File: src/design/lane_cfg_pkg.sv
// Lane dimensions and the element, register, length and address types
package lane_cfg_pkg;

  //////////////////////////////////////////////////////////////////////
  // Dimensions
  //////////////////////////////////////////////////////////////////////

  localparam int unsigned ElemWidth = 32;
  localparam int unsigned NrVRegs   = 8;
  localparam int unsigned MaxVl     = 8;
  // Total element slots in the register file
  localparam int unsigned VrfDepth  = NrVRegs * MaxVl;

  //////////////////////////////////////////////////////////////////////
  // Types
  //////////////////////////////////////////////////////////////////////

  typedef logic [ElemWidth-1:0]         elem_t;
  typedef logic [$clog2(NrVRegs)-1:0]   vreg_t;
  // Vector length, legal range 1 to MaxVl
  typedef logic [$clog2(MaxVl+1)-1:0]   vl_t;
  // Register index times MaxVl plus element index
  typedef logic [$clog2(VrfDepth)-1:0]  vrf_addr_t;

endpackage : lane_cfg_pkg

File: src/design/lane_op_pkg.sv
// Lane operation codes, ALU functions and sequencer states
package lane_op_pkg;

  // Instruction opcodes seen on the request port
  typedef enum logic [2:0] {
    OP_ADD   = 3'd0,
    OP_SUB   = 3'd1,
    OP_AND   = 3'd2,
    OP_OR    = 3'd3,
    OP_XOR   = 3'd4,
    OP_MUL   = 3'd5,
    OP_STORE = 3'd6
  } lane_op_e;

  // Functions of the integer ALU
  typedef enum logic [2:0] {
    ALU_ADD = 3'd0,
    ALU_SUB = 3'd1,
    ALU_AND = 3'd2,
    ALU_OR  = 3'd3,
    ALU_XOR = 3'd4
  } alu_op_e;

  // Sequencer FSM
  typedef enum logic [1:0] {
    SEQ_IDLE  = 2'd0,
    SEQ_ISSUE = 2'd1,
    SEQ_DRAIN = 2'd2
  } seq_state_e;

endpackage : lane_op_pkg

File: src/design/lane_alu.sv
// Single-cycle integer ALU with registered result
`timescale 1ns/10ps

module lane_alu (
  input  logic                    clk_i,
  input  logic                    rst_ni,
  // Operands from the sequencer
  input  logic                    valid_i,
  input  lane_op_pkg::alu_op_e    op_i,
  input  lane_cfg_pkg::elem_t     a_i,
  input  lane_cfg_pkg::elem_t     b_i,
  input  lane_cfg_pkg::vrf_addr_t addr_i,
  input  logic                    last_i,
  // Result to the arbiter
  output logic                    res_valid_o,
  output lane_cfg_pkg::elem_t     res_o,
  output lane_cfg_pkg::vrf_addr_t res_addr_o,
  output logic                    res_last_o
);

  import lane_cfg_pkg::*;
  import lane_op_pkg::*;

  elem_t result;

  always_comb begin
    case (op_i)
      ALU_SUB: result = a_i - b_i;
      ALU_AND: result = a_i & b_i;
      ALU_OR:  result = a_i | b_i;
      ALU_XOR: result = a_i ^ b_i;
      default: result = a_i + b_i;
    endcase
  end

  always_ff @(posedge clk_i or negedge rst_ni) begin
    if (!rst_ni) begin
      res_valid_o <= 1'b0;
    end else begin
      res_valid_o <= valid_i;
    end
  end

  // Payload follows the strobe
  always_ff @(posedge clk_i) begin
    if (valid_i) begin
      res_o      <= result;
      res_addr_o <= addr_i;
      res_last_o <= last_i;
    end
  end

endmodule : lane_alu

File: config.mk
export PLATFORM = sky130hd
export DESIGN_NAME = lane_alu
export DESIGN_NICKNAME = d
export VERILOG_FILES = /design/src/design/lane_cfg_pkg.sv /design/src/design/lane_op_pkg.sv /design/src/design/lane_alu.sv
export SDC_FILE = /design/constraint.sdc
export NUM_CORES = 1
export LEC_CHECK = 0
export BUFFER_PORTS_ARGS = -buffer_cell sky130_fd_sc_hd__buf_2
export CAP_MARGIN = 0
export CORE_MARGIN = 5
export CORE_UTILIZATION = 57
export CTS_CLUSTER_SIZE = 20
export DETAILED_ROUTE_END_ITERATION = 12
export PLACE_DENSITY = 0.92
export SLEW_MARGIN = 20
export SYNTH_ARGS = -nofsm -noshare
export SYNTH_HDL_FRONTEND = slang
export SYNTH_SLANG_ARGS = --single-unit
File: constraint.sdc
create_clock -name clk_i -period 0.9 [get_ports clk_i]
set_input_delay 0.18 -clock clk_i [delete_from_list [all_inputs] [get_ports clk_i]]
set_output_delay 0.18 -clock clk_i [all_outputs]
set_load 0.005 [all_outputs]
==> run summary, run 1 <==
The flow did not finish. The stage where the flow stopped is global routing (5_1_grt). The first error in the log reads "[ERROR GRT-0116] Global routing finished with congestion. Check the congestion regions in the DRC Viewer". The placed standard-cell area is 0.00779 mm2.

The global-route total usage across every layer is 0.623. Before CTS, the worst setup slack after placement is -3.14 ns. The via count of the first global-routing pass is 9,107.

The tree is rooted in a sky130_fd_sc_hd__clkbuf_8. The I/O pin total came out at 117. The synthesis warning total is 0. The register bit count reported by yosys is 40. In the synthesized netlist the dominant register cell turns out to be sky130_fd_sc_hd__edfxtp_1. Routability-driven placement finished with a final weighted congestion of 0.983.

In this run the cell area of the synthesized design comes to 0.00540 mm2. In this run, CTS created clock tree buffers numbering 5. The width of the die came out at 107 um. The number of nets in the synthesized netlist is 832.

The detailed-placement wirelength estimate is 17.3 mm. The netlist uses 53 different library cells. The die span in y is 107 um. The number of buffers on the longest clock path came out at 2. Global routing finished with a remaining overflow of 14. The wire length of the first global-routing pass came out at 53.9 mm.

The number of synthesized flops with an enable pin came out at 39. The number of instances in the synthesized netlist is 658. The async set-or-reset flop fraction in the synthesized netlist came out at 0.0250. The mean area per synthesized cell came out at 8.21 um2.

The initialized floorplan defines 35 standard-cell rows. The share of the Yosys chip area taken by registers is 0.221. The number of clock sinks is 40.

The number of buffers inserted by port buffering came out at 116. The H-tree level count is 2. The pin count of the biggest net entering global routing came out at 60. The effective utilization at floorplan is 0.585.
==> synth_stat cells, drive strengths merged, types with 2 or more instances <==
| cell type | number | share of area |
|---|---|---|
| o31a | 2 | 0.0035 |
| o31ai | 5 | 0.0095 |
| nor2 | 59 | 0.041 |
| a311oi | 3 | 0.0049 |
| a41oi | 4 | 0.0065 |
| nand3 | 10 | 0.010 |
| nor2b | 5 | 0.0058 |
| a32oi | 2 | 0.0032 |
| clkbuf | 27 | 0.021 |
| nor4 | 5 | 0.0086 |
| or4 | 2 | 0.0042 |
| a21oi | 74 | 0.069 |
| nand2 | 27 | 0.019 |
| or3 | 2 | 0.0023 |
| nand4 | 7 | 0.0081 |
| nor3 | 11 | 0.010 |
| a22oi | 4 | 0.0056 |
| and3 | 7 | 0.0081 |
| xor2 | 10 | 0.016 |
| and2 | 2 | 0.0023 |
| o21bai | 6 | 0.0083 |
| xnor2 | 48 | 0.078 |
| ha | 96 | 0.22 |
| a21o | 20 | 0.028 |
| a211oi | 18 | 0.025 |
| a31oi | 10 | 0.012 |
| nand2b | 4 | 0.0046 |
| or3b | 2 | 0.0032 |
| or2 | 4 | 0.0046 |
| edfxtp | 39 | 0.22 |
| inv | 74 | 0.051 |
| mux2i | 6 | 0.011 |
| o21ai | 33 | 0.031 |
| o21a | 3 | 0.0042 |
| o22ai | 15 | 0.017 |
==> metal layers <==
metal | overflow | GRT usage
met1 | 0 | 0.626
met2 | 6 | 0.824
met3 | 0 | 0.416
met4 | 8 | 0.609
met5 | 0 | 0.167
==> kinds of logic after synthesis <==
family / count (synthesis) / share of synthesized area
xor+xnor: 58 / 0.0940
simple gates: 148 / 0.133
mux: 6 / 0.0111
compound gates: 208 / 0.242
fa+ha+maj: 97 / 0.226
buf+inv: 101 / 0.0720
flops: 40 / 0.221
==> timing repair <==
action,in CTS
hold buffers,1
endpoints found under the setup margin,72
pin swaps,81
hold endpoints to repair,1
gates resized for setup,122
setup buffers,23
==> through the flow <==
step,util,std cells
after floorplan,-,658
after global placement,0.843,1081
after detailed placement,0.843,1081
after CTS,0.925,1106
==> run 2: changes to the inputs <==
--- a/config.mk
+++ b/config.mk
@@ -8,10 +8,9 @@
 export BUFFER_PORTS_ARGS = -buffer_cell sky130_fd_sc_hd__buf_2
 export CAP_MARGIN = 0
 export CORE_MARGIN = 5
-export CORE_UTILIZATION = 57
-export CTS_CLUSTER_SIZE = 20
+export CORE_UTILIZATION = 40
 export DETAILED_ROUTE_END_ITERATION = 12
-export PLACE_DENSITY = 0.92
+export PLACE_DENSITY_LB_ADDON = 0.15
 export SLEW_MARGIN = 20
 export SYNTH_ARGS = -nofsm -noshare
 export SYNTH_HDL_FRONTEND = slang
==> run summary, run 2 <==
The flow ran to the end, but the final reports show violations. The final reports fail on setup timing. The DRC violation total after the first TritonRoute iteration came out at 284. The via count of the first global-routing pass came out at 6,607. The placed standard-cell area came out at 0.00792 mm2 (+1.7%). The top cell type by total area after synthesis is sky130_fd_sc_hd__ha_1. The initial antenna violation count came to 0. The sequential share of power is 0.234. The synthesis warning total is 0 (unchanged).

The maximum fanout encountered on the critical timing path came out at 4. The type of the worst min-delay path is in -> reg. The maximum clock rate came out at 291 MHz.

The layout has 1,065 filler cells. The sequential standard cell area came out at 0.00120 mm2. The I/O pin total was 117 (unchanged).

The detail-routed via count per cell came out at 5.28. The clock edge transition at the registers on the reported setup and hold paths came out at 0.07 ns. The area fraction of the dominant cell type after synthesis came out at 0.222 (unchanged). The number of max-cap violations came out at 0.

The minimum clock period after layout is 3.44 ns. The number of unique standard cell types used by synthesis is 53 (unchanged). The detailed-placement wirelength estimate came to 15.5 mm (-10%). The critical path data required time is 0.94 ns.

The critical path in this run is classified as in -> reg. The mean area per synthesized cell is 8.21 um2 (unchanged). The final antenna-violating net count is 0. For this design the total switching power over the nets is 3.95 mW. The pre-antenna-repair detailed-routing pass consisted of 5 iterations. The total area inside the core boundary comes to 0.0132 mm2.

The number of flip-flops under the largest register name came out at 32. Measured against its own limit, the worst slew margin works out to 0.665. The total number of vias is 6,272. The total die area came out at 0.0159 mm2.

The total number of placement rows came to 42 (+20%). By area the synthesized netlist is led by sky130_fd_sc_hd__ha_1 (22%), sky130_fd_sc_hd__edfxtp_1 (22%), sky130_fd_sc_hd__xnor2_1 (7.8%), sky130_fd_sc_hd__a21oi_1 (6.9%), sky130_fd_sc_hd__inv_1 (5.1%). Internal power comes to 6.74 mW. Entering global routing, the biggest net connects 58 pins.

Setup repair after global routing could not meet its margin everywhere. In the global route stage, overall resource usage came out at 0.246. The synthesized area is 0.00540 mm2 (unchanged). The actual transition at the worst max-transition pin is 0.498 ns.

The commonest cells after synthesis are sky130_fd_sc_hd__ha_1 (96), sky130_fd_sc_hd__a21oi_1 (74), sky130_fd_sc_hd__inv_1 (74). CTS placed an instance of sky130_fd_sc_hd__clkbuf_16 at the clock tree root. Along the worst hold path, the cell count comes to 1. The final weighted congestion of routability-driven global placement is 0.928 (-5.6%). The H-tree level count came out at 2 (unchanged). The largest registers in the layout are res_o x32, res_addr_o x6. The top cell types in the final layout, fill and taps aside, are sky130_fd_sc_hd__buf_4 (214), sky130_fd_sc_hd__buf_2 (110), sky130_fd_sc_hd__ha_1 (88), sky130_fd_sc_hd__inv_1 (69), sky130_fd_sc_hd__a21oi_1 (54).

The data arrival at the endpoint of the critical path is 3.48 ns. Leaving out fill and tap cells, the most frequent cell in the layout is sky130_fd_sc_hd__buf_4. After detailed routing, the number of remaining DRC violations is 0. The number of failing hold endpoints at the final stage was 0.

The number of synthesized flops with an enable pin is 39 (unchanged). The max-slew violation count came to 0. In the finished design, the share of the clock period the worst path needs comes to 3.82. Ranked by flip-flop count, first place goes to res_o. The worst hold path terminates at res_addr_o[4]$_DFFE_PP_.

The number of instances in the synthesized netlist came out at 658 (unchanged). The cell count after placement came out at 1,138 (+5.3%). The nature of the critical path endpoint is a register. The die span in y came to 126 um (+18%). The most frequently used flop master after synthesis is sky130_fd_sc_hd__edfxtp_1. TritonCTS built the clock tree. The count of cells in the finished layout, fillers not included, comes to 1,187. In this run the most critical hold path is launched from addr_i[4]. The worst voltage drop across the vdd grid came out at 0.708 mV. After layout, the worst setup slack is -2.54 ns. The final net count came out at 1,184. The leakage component of the power came out at 4.54 nW. The register bit count reported by yosys came out at 40 (unchanged).

The total area of multi-input combinational cells came out at 0.00471 mm2. The worst setup path is launched from an input pin. The width of the die came out at 126 um (+18%). By instance count, the leading cell after synthesis is sky130_fd_sc_hd__ha_1. The diode insertion count for antenna repair came out at 0. The number of buffers inserted by port buffering came to 116 (unchanged).

The effective utilization at floorplan came out at 0.408 (-0.177). The total global routing overflow came out at 0. The portion of the post-synthesis area used by sequential elements is 0.221 (unchanged). The share of total power dissipated in the clock network is 0.175. The worst hold slack came out at 0.0574 ns.

The switching part of the total came out at 0.370. The total length of routed wires is 20.6 mm. The ratio of total power to cell area came out at 1150 mW/mm2.

The final setup violation count came out at 71. The number of clock sinks came out at 40 (unchanged). The async set-or-reset flop fraction in the synthesized netlist is 0.0250 (unchanged). The area growth from synthesis to layout is 72.3%. The number of nets in the synthesized netlist came out at 832 (unchanged). The final instance area is 0.00931 mm2. The share of post-route cells with drive strength above 1 is 0.509. The number of buffers added by the clock tree synthesis step came to 5 (unchanged). The routed length per instance came out at 17.3 um. The first global-routing pass estimated 32.1 mm of wire. The number of buffers on the longest clock path was 2 (unchanged). The combinational share of power is 0.591.
-- run 2: cell counts after synthesis --
No cell type changed its count.
-- run 2: area by class of cell --
type	instances	area share
Multi-Input combinational cell	517	0.506
Timing Repair Buffer	372	0.297
Sequential cell	40	0.128
Inverter	74	0.0298
Tap cell	176	0.0237
Clock buffer	5	0.0134
Clock inverter	3	0.00148
-- run 2: power groups by stage --
stage / clock network, mW / logic (mW) / registers (mW)
3_3_place_gp: 0 / 4.80 / 2.54
2_1_floorplan: 0 / 2.47 / 2.59
4_1_cts: 1.88 / 5.60 / 2.51
6_report: 1.87 / 6.32 / 2.50
3_5_place_dp: 0 / 4.88 / 2.54
5_1_grt: 1.98 / 6.84 / 2.54
-- run 2: worst max-delay path by stage --
stage | slack [ns] | cells after the start | start | to
final | -2.54 | 17 | b_i[14] | res_o[29]$_DFFE_PP_
after global routing | -2.74 | 18 | b_i[5] | res_o[29]$_DFFE_PP_
after CTS | -2.55 | 16 | b_i[14] | res_o[29]$_DFFE_PP_
after detailed placement | -3.08 | 17 | b_i[16] | res_o[29]$_DFFE_PP_
after global placement | -3.02 | 18 | b_i[5] | res_o[29]$_DFFE_PP_
after floorplan | -2.70 | 15 | b_i[16] | res_o[30]$_DFFE_PP_
-- run 2: per-stage QoR --
step	setup WS (ns)	TNS, ns	power, mW	utilization
after floorplan	-2.70	-59.31	5.06	-
after global placement	-3.02	-71.22	7.33	0.598
after detailed placement	-3.08	-72.74	7.43	0.598
after CTS	-2.55	-62.79	9.98	0.657
after global routing	-2.74	-70.62	11.4	0.703
final	-2.54	-64.73	10.7	0.703
-- run 2: repair_timing --
action,4_1_cts,5_1_grt
setup buffers,29,25
gates cloned,1,0
setup endpoints to repair,72,72
pin swaps,58,102
hold buffers,1,0
hold endpoints to repair,1,0
resized for setup,113,104
-- run 2: logic make-up after synthesis --
group | count (synthesis) | share of synthesized area
compound gates | 208 | 0.242
simple gates | 148 | 0.133
buf+inv | 101 | 0.0720
fa+ha+maj | 97 | 0.226
xor+xnor | 58 | 0.0940
flops | 40 | 0.221
mux | 6 | 0.0111
-- run 2: critical path: stages --
cell and delay (ns):
sky130_fd_sc_hd__buf_6 0.09, sky130_fd_sc_hd__or4_4 0.53, sky130_fd_sc_hd__or4_4 0.55, sky130_fd_sc_hd__nor2_4 0.12, sky130_fd_sc_hd__nor2_2 0.05, sky130_fd_sc_hd__xnor2_1 0.13
sky130_fd_sc_hd__ha_1 0.34, sky130_fd_sc_hd__buf_6 0.15, sky130_fd_sc_hd__a21oi_2 0.12, sky130_fd_sc_hd__o31a_1 0.24, sky130_fd_sc_hd__nor2_2 0.07, sky130_fd_sc_hd__a311oi_2 0.30
sky130_fd_sc_hd__buf_4 0.19, sky130_fd_sc_hd__o41ai_4 0.06, sky130_fd_sc_hd__buf_4 0.15, sky130_fd_sc_hd__xnor2_1 0.12, sky130_fd_sc_hd__o21ai_0 0.08
-- run 2: metal layers --
layer | vias up | track usage | part of all wire
met5 | - | 0 | 0
met4 | 0 | 0.0656 | 0.026
met1 | 2984 | 0.314 | 0.43
met3 | 41 | 0.0301 | 0.048
met2 | 177 | 0.439 | 0.49
li1 | 3070 | - | -
Note: power is estimated with default switching activity, not from simulation.
==> run 3: changes to the inputs <==
--- a/config.mk
+++ b/config.mk
@@ -5,8 +5,10 @@
 export SDC_FILE = /design/constraint.sdc
 export NUM_CORES = 1
 export LEC_CHECK = 0
+export ABC_AREA = 1
 export BUFFER_PORTS_ARGS = -buffer_cell sky130_fd_sc_hd__buf_2
 export CAP_MARGIN = 0
+export CORE_ASPECT_RATIO = 0.6
 export CORE_MARGIN = 5
 export CORE_UTILIZATION = 40
 export DETAILED_ROUTE_END_ITERATION = 12
==> run summary, run 3 <==
The data arrival at the endpoint of the critical path was 2.70 ns (-0.78 ns). The setup TNS after final layout is -48.49 ns (+16.24 ns). The CTS tree is done. The final reports fail on setup timing.

The routed length per instance is 16.3 um (-6.1%). The number of detailed-routing iterations run before antenna repair is 5 (unchanged). The minimum clock period after layout is 2.67 ns (-0.772 ns). The worst voltage drop across the vdd grid came to 0.771 mV (+8.9%).

The total die area is 0.0184 mm2 (+16%). The flow ran to the end, but the final reports show violations. By area the synthesized netlist is led by sky130_fd_sc_hd__ha_1 (19%), sky130_fd_sc_hd__edfxtp_1 (19%), sky130_fd_sc_hd__nand2_1 (18%), sky130_fd_sc_hd__inv_1 (12%), sky130_fd_sc_hd__nor2_1 (5.3%). The number of clock sinks is 40 (unchanged). The most critical setup path has its startpoint at b_i[1]. The actual transition at the worst max-transition pin came to 0.470 ns (-0.0284 ns). The met2 capacity usage during global routing is 0.356 (-0.0834). The remaining max-slew budget at the tightest pin was 0.687 (+0.0212).

The portion of the post-synthesis area used by sequential elements is 0.190 (-0.0314). The top cell types in the final layout, fill and taps aside, are sky130_fd_sc_hd__nand2_1 (234), sky130_fd_sc_hd__buf_4 (213), sky130_fd_sc_hd__inv_1 (175), sky130_fd_sc_hd__buf_2 (111), sky130_fd_sc_hd__ha_1 (80). The instance count along the most critical hold path is 1 (unchanged). The final antenna-violating net count is 0 (unchanged). The die span in y came out at 107 um (-15%). The H-tree level count came out at 2 (unchanged). Counting stages on the worst path, the most repeated cell is sky130_fd_sc_hd__nand2_1. The wire length of the first global-routing pass is 37.9 mm (+18%). The most frequently used flop master after synthesis is sky130_fd_sc_hd__edfxtp_1. The critical path data required time was 0.94 ns (about the same). The type of element launching the critical path is an input pin. The met3 demand-to-capacity share in global routing is 0.0744 (+0.0444).

The filler cell count was 1,299 (+22%). The library cell used most frequently in the layout, excluding fill and tap cells, is sky130_fd_sc_hd__nand2_1. The root buffer cell chosen for the clock tree is sky130_fd_sc_hd__clkbuf_16. In the post-synthesis netlist, the cell with the most instances is sky130_fd_sc_hd__nand2_1. The width of the die is 172 um (+36%). The share of post-route cells with drive strength above 1 is 0.454 (-0.0557).

The area fraction of the dominant cell type after synthesis was 0.191 (-0.0315). The detailed-placement wirelength estimate was 20.0 mm (+29%). Traced cell by cell, the critical path runs through buf_12 -> inv_16 -> ha_4 -> nand3_4 -> nor2_4 -> nand3_4 -> nor2_4 -> buf_6 -> nand3b_4 -> nand2_2 -> xor2_1 -> ha_1 -> buf_6 -> nand2_4 -> nor2_2 -> nand2_1 -> nor2_1 -> nand2_1 -> nand2_1 -> nand2_1 -> nand3_1 -> nand2_1.

The number of flip-flops under the largest register name is 32 (unchanged). The family with the most delay on the worst path is simple AND/OR/NAND/NOR gates. The initial antenna violation count came to 0 (unchanged). Setup repair after global routing could not meet its margin everywhere. The synthesis warning total came out at 0 (unchanged).

The register with the most flip-flops in the final layout is res_o. The number of max-cap violations is 0 (unchanged). The number of failing hold endpoints at the final stage is 0 (unchanged). The global-route track usage on met1 is 0.424 (+0.110). The max-slew violation count came out at 0 (unchanged). The final instance area came out at 0.0103 mm2 (+11%).

The leakage component of the power is 5.65 nW (+24%). The effective utilization at floorplan came out at 0.410 (+0.00163). The number of nets in the synthesized netlist is 1,154 (+39%). The count of buffering cells on the critical path with inverters included was 4 (unchanged).

Sorting the synthesized cells by how often they occur yields sky130_fd_sc_hd__nand2_1 (301), sky130_fd_sc_hd__inv_1 (202), sky130_fd_sc_hd__ha_1 (96). The total length of routed wires came out at 24.9 mm (+21%). The number of instances in the synthesized netlist is 980 (+49%). The ratio of total power to cell area is 1090 mW/mm2 (-5.2%). The critical path in this run is classified as in -> reg.

The final net count came out at 1,500 (+27%). The pin count of the biggest net entering global routing came to 28 (-52%). The via count of the first global-routing pass is 7,042 (+6.6%). Among all stages on the critical path, the largest delay is contributed by sky130_fd_sc_hd__ha_1. The total number of placement rows is 35 (-17%). The sequential standard cell area came out at 0.00120 mm2 (unchanged). The area overhead of the layout relative to synthesis is 63.5%. The largest registers in the layout are res_o x32, res_addr_o x6.

The global-route total usage across every layer came out at 0.264 (+0.0178). The number of buffers on the longest clock path is 2 (unchanged). The mean area per synthesized cell is 6.42 um2 (-22%). The async set-or-reset flop fraction in the synthesized netlist is 0.0250 (unchanged). sky130_fd_sc_hd__ha_1 takes more of the synthesized area than any other cell. The type of the worst min-delay path is in -> reg. The final cycle utilization of the critical path is 2.96 (-0.858). The number of buffers added by the clock tree synthesis step came to 5 (unchanged). The placed standard-cell area came out at 0.00906 mm2 (+14%).

The I/O pin total is 117 (unchanged). The clock edge transition at the registers on the reported setup and hold paths came out at 0.06 ns (about the same). The nature of the critical path endpoint is a register.

The total area of multi-input combinational cells is 0.00531 mm2 (+13%). The stage delay of the slowest cell on the critical path was 0.38 ns (-0.17 ns). met1 is the most crowded layer. The DRC violation total after the first TritonRoute iteration is 699 (+150%). The final setup violation count was 72 (+1.4%). The worst setup margin was -1.77 ns (+0.772 ns). The final total power is 11.2 mW (+4.7%). The number of synthesized flops with an enable pin came out at 39 (unchanged). The final weighted congestion of routability-driven global placement came out at 0.990 (+6.7%). The maximum clock rate came out at 375 MHz (+29%).

The capturing element of the worst setup path is res_o[29]$_DFFE_PP_. The total global routing overflow is 0 (unchanged). The detail-routed via count per cell is 4.96 (-6.2%).

The number of buffers inserted by port buffering is 116 (unchanged). The number of unique standard cell types used by synthesis came to 39 (-26%). The core area came out at 0.0154 mm2 (+16%). The synthesized area came out at 0.00630 mm2 (+17%).

The maximum fanout encountered on the critical timing path came out at 4 (unchanged). The register bit count reported by yosys is 40 (unchanged). The number of remaining DRC errors came out at 0 (unchanged). The total number of vias came out at 7,585 (+21%).

The diode insertion count for antenna repair came out at 0 (unchanged). The number of cells on the critical path is 22 (+5).
-- run 3: through the flow --
step           worst slack, ns  hold slack (ns)  std cells  utilization
4_1_cts                  -1.58           0.0524       1517        0.638
2_1_floorplan            -1.52           -0.116        980            -
6_report                 -1.77           0.0599       1530        0.670
3_3_place_gp             -2.10          -0.0451       1489        0.590
5_1_grt                  -1.91           0.0498       1530        0.670
3_5_place_dp             -2.14          -0.0442       1489        0.590
-- run 3: power breakdown --
part / switching [mW] / internal [mW]
Combinational: 3.59 / 2.87
Clock: 0.956 / 1.32
Sequential: 0.0701 / 2.40
Total: 4.61 / 6.59
-- run 3: logic make-up (layout without fill, tap and decap cells) --
kind of cell / count (synthesis) / after routing / share of synthesized area
AO/OA/AOI/OAI: 97 / 97 / 0.101
XOR/XNOR: 35 / 35 / 0.0487
adder cells (fa/ha/maj): 97 / 97 / 0.194
buffers and inverters: 219 / 566 / 0.133
flip-flops: 40 / 40 / 0.190
AND/OR/NAND/NOR: 492 / 492 / 0.333
-- run 3: cell type report --
cell class	instances	area share
repair buffers	353	0.247
inverters	205	0.0793
clock buffers	5	0.0122
flip-flops and latches	40	0.116
well taps	203	0.0247
multi-input cells	721	0.516
clock inverters	3	0.00462
-- run 3: what timing repair did --
| item | in CTS | in global routing |
|---|---|---|
| pin swaps | 50 | 50 |
| resized for setup | 120 | 108 |
| hold endpoints to repair | 1 | 0 |
| hold buffers | 1 | 0 |
| setup buffers | 21 | 14 |
| endpoints found under the setup margin | 72 | 72 |
-- run 3: worst min-delay path by stage --
| stage | from | to | slack, ns |
|---|---|---|---|
| 2_1_floorplan | rst_ni | res_valid_o$_DFF_PN0_ | -0.12 |
| 3_3_place_gp | rst_ni | res_valid_o$_DFF_PN0_ | -0.05 |
| 3_5_place_dp | rst_ni | res_valid_o$_DFF_PN0_ | -0.04 |
| 4_1_cts | addr_i[2] | res_addr_o[2]$_DFFE_PP_ | 0.05 |
| 5_1_grt | addr_i[2] | res_addr_o[2]$_DFFE_PP_ | 0.05 |
| 6_report | addr_i[2] | res_addr_o[2]$_DFFE_PP_ | 0.06 |
-- run 3: per-layer routing --
metal,vias up,share of wire
li1,3794,-
met1,3450,0.49
met2,329,0.39
met5,-,0
met3,12,0.11
met4,0,0.0041
==> run 4: changes to the inputs <==
--- a/config.mk
+++ b/config.mk
@@ -13,7 +13,6 @@
 export CORE_UTILIZATION = 40
 export DETAILED_ROUTE_END_ITERATION = 12
 export PLACE_DENSITY_LB_ADDON = 0.15
-export SLEW_MARGIN = 20
 export SYNTH_ARGS = -nofsm -noshare
 export SYNTH_HDL_FRONTEND = slang
 export SYNTH_SLANG_ARGS = --single-unit
==> constraint.sdc (replaced) <==
create_clock -name clk_i -period 3.29 [get_ports clk_i]
set_input_delay 0.658 -clock clk_i [delete_from_list [all_inputs] [get_ports clk_i]]
set_output_delay 0.658 -clock clk_i [all_outputs]
set_load 0.005 [all_outputs]
==> run summary, run 4 (synthesized netlist as in run 3, its figures left out) <==
The number of clock sinks came out at 40 (unchanged). The number of buffers added by the clock tree synthesis step is 5 (unchanged). The core area came out at 0.0154 mm2 (unchanged).

The number of buffers on the longest clock path came out at 2 (unchanged). The maximum fanout encountered on the critical timing path is 5 (+1). Derived from the worst setup path, the maximum achievable clock frequency is 316 MHz. The final weighted congestion of routability-driven global placement came out at 0.980 (-0.95%). The remaining max-slew budget at the tightest pin is 0.296 (-0.391). The leakage component of the power came out at 4.77 nW (-16%).

The number of detailed-routing iterations run before antenna repair is 5 (unchanged). The pin count of the biggest net entering global routing came out at 41 (+46%). In the final layout, the registers with the most flip-flops are res_o x32, res_addr_o x6. In the layout the commonest cells are sky130_fd_sc_hd__nand2_1 (282), sky130_fd_sc_hd__inv_1 (198), sky130_fd_sc_hd__buf_2 (114), sky130_fd_sc_hd__buf_4 (105), sky130_fd_sc_hd__ha_1 (89).

The final antenna-violating net count is 0 (unchanged). The critical path is of the in -> reg type. The final total power came out at 2.61 mW (-77%). The via count of the first global-routing pass is 6,308 (-10%).

In the finished design, the share of the clock period the worst path needs comes to 0.961. The clock edge transition at the registers on the reported setup and hold paths is 0.07 ns (about the same). The share of post-route cells with drive strength above 1 was 0.275 (-0.178). Relative to the synthesized area, the layout overhead comes to 32.2%. The ratio of total power to cell area came out at 313 mW/mm2 (-71%). The worst voltage drop across the vdd grid came out at 0.174 mV (-77%).

The width of the die is 172 um (unchanged). The minimum clock period after layout came out at 3.16 ns. The worst hold slack came out at 0.121 ns (+0.0613 ns). The die span in y is 107 um (unchanged).

The I/O pin total came to 117 (unchanged). The final net count is 1,368 (-8.8%). The data arrival at the endpoint of the critical path is 3.20 ns (+0.50 ns).

The number of hold buffers added after cts was 0 (-1). The end-of-flow core utilization came to 0.542 (-0.128). The total global routing overflow came to 0 (unchanged). The detail-routed via count per cell is 5.00 (+0.86%). The initial antenna violation count came out at 0 (unchanged). The nature of the critical path endpoint is a register. The number of buffers inserted by port buffering is 116 (unchanged). The diode insertion count for antenna repair is 0 (unchanged).

The worst setup path is launched from an input pin. The total die area is 0.0184 mm2 (unchanged). The number of flip-flops under the largest register name is 32 (unchanged). The actual transition at the worst max-transition pin is 1.06 ns (+0.587 ns). The total length of routed wires was 22.0 mm (-12%). The path class of the tightest hold or removal check is in -> async. The effective utilization at floorplan is 0.410 (unchanged). The most flop-heavy register is res_o.

The global-route total usage across every layer came to 0.235 (-0.0289). The H-tree level count is 2 (unchanged). The leading cell type in the layout, fill and taps excluded is sky130_fd_sc_hd__nand2_1. The run finished with clean final reports. The routed length per instance came to 15.7 um (-3.2%). The number of failing hold endpoints at the final stage is 0 (unchanged). The filler cell count is 1,566 (+21%). The root buffer cell is sky130_fd_sc_hd__clkbuf_16. The max-slew violation count is 0 (unchanged). The detailed-placement wirelength estimate is 18.1 mm (-9.6%). The number of max-cap violations is 0 (unchanged). The critical path data required time came out at 3.33 ns (+2.39 ns). The number of remaining DRC errors came out at 0 (unchanged). The wire length of the first global-routing pass is 33.8 mm (-11%). The DRC violation total after the first TritonRoute iteration came out at 616 (-12%).

The total number of placement rows came to 35 (unchanged). The final setup violation count came out at 0 (-100%). The total number of vias is 6,990 (-7.8%). TritonCTS built the clock tree.
## run 4: changes by cell type in the layout (fill, tap and decap cells not counted), moves of 9 or more
| cell | before | now |
|---|---|---|
| sky130_fd_sc_hd__buf_6 | 19 | 2 |
| sky130_fd_sc_hd__nand2_4 | 22 | 4 |
| sky130_fd_sc_hd__nor2_1 | 64 | 77 |
| sky130_fd_sc_hd__nand2_1 | 234 | 282 |
| sky130_fd_sc_hd__nand3_2 | 14 | 4 |
| sky130_fd_sc_hd__inv_2 | 23 | 5 |
| sky130_fd_sc_hd__nand2_2 | 62 | 32 |
| sky130_fd_sc_hd__a21oi_1 | 9 | 18 |
| sky130_fd_sc_hd__nand3_1 | 30 | 45 |
| sky130_fd_sc_hd__buf_4 | 213 | 105 |
| sky130_fd_sc_hd__ha_1 | 80 | 89 |
| sky130_fd_sc_hd__inv_1 | 175 | 198 |
| sky130_fd_sc_hd__nor2_4 | 24 | 8 |
| sky130_fd_sc_hd__o21ai_0 | 4 | 19 |
## run 4: power by group
group          internal [mW]  switching, mW  leakage, nW
sequential             0.657         0.0177        0.392
combinational          0.533          0.782         4.30
clock                  0.362          0.253       0.0804
## run 4: worst max-delay path, cell delays in order
cell and delay, ns:
sky130_fd_sc_hd__buf_6 0.10, sky130_fd_sc_hd__inv_4 0.06, sky130_fd_sc_hd__ha_4 0.14, sky130_fd_sc_hd__nand3_4 0.07, sky130_fd_sc_hd__nor2_4 0.16, sky130_fd_sc_hd__nand3_4 0.11, sky130_fd_sc_hd__nor2_4 0.25, sky130_fd_sc_hd__a31oi_4 0.12
sky130_fd_sc_hd__xor2_1 0.18, sky130_fd_sc_hd__ha_1 0.38, sky130_fd_sc_hd__nand2_2 0.10, sky130_fd_sc_hd__inv_1 0.05, sky130_fd_sc_hd__nand2_1 0.06, sky130_fd_sc_hd__nand2_1 0.06, sky130_fd_sc_hd__buf_4 0.13, sky130_fd_sc_hd__nand2_1 0.06
sky130_fd_sc_hd__nand2_2 0.08, sky130_fd_sc_hd__a21oi_4 0.19, sky130_fd_sc_hd__nand3b_1 0.09, sky130_fd_sc_hd__nand3_1 0.08, sky130_fd_sc_hd__nand2_1 0.06
## run 4: final cells by class
| class | count | area, um2 | area share |
|---|---|---|---|
| clock buffers | 5 | 125 | 0.0150 |
| repair buffers | 221 | 1380 | 0.166 |
| inverters | 205 | 774 | 0.0930 |
| flip-flops and latches | 40 | 1200 | 0.144 |
| multi-input cells | 721 | 4550 | 0.546 |
| clock inverters | 3 | 46.3 | 0.00556 |
| well taps | 203 | 254 | 0.0305 |
## run 4: path summary, 6_finish.rpt
| kind | startpoint | endpoint | depth (start not counted) |
|---|---|---|---|
| worst max-delay path | b_i[0] | res_o[29]$_DFFE_PP_ | 21 |
| worst min-delay path | rst_ni | res_valid_o$_DFF_PN0_ | 1 |
| max in group asynchronous | rst_ni | res_valid_o$_DFF_PN0_ | 1 |
| min in group clk_i | addr_i[4] | res_addr_o[4]$_DFFE_PP_ | 1 |
## run 4: what timing repair did
| action | 4_1_cts | 5_1_grt |
|---|---|---|
| setup buffers | 0 | 6 |
| gates resized for setup | 0 | 79 |
| setup endpoints to repair | 0 | 19 |
## run 4: metrics by stage
step	setup TNS [ns]	setup slack [ns]	std cells	cell area, um2
6_report	0	0.127	1398	8330
5_1_grt	-0.343	-0.0545	1398	8330
4_1_cts	0	0.00898	1392	7990
3_5_place_dp	-2.86	-0.285	1384	7820
3_3_place_gp	-2.12	-0.253	1384	7820
2_1_floorplan	0	0.240	980	6300
## run 4: layer usage
layer,global-route usage,share of wire
met2,0.295,0.36
met5,0,0
met1,0.401,0.53
met3,0.0549,0.11
met4,0.0202,0.0030
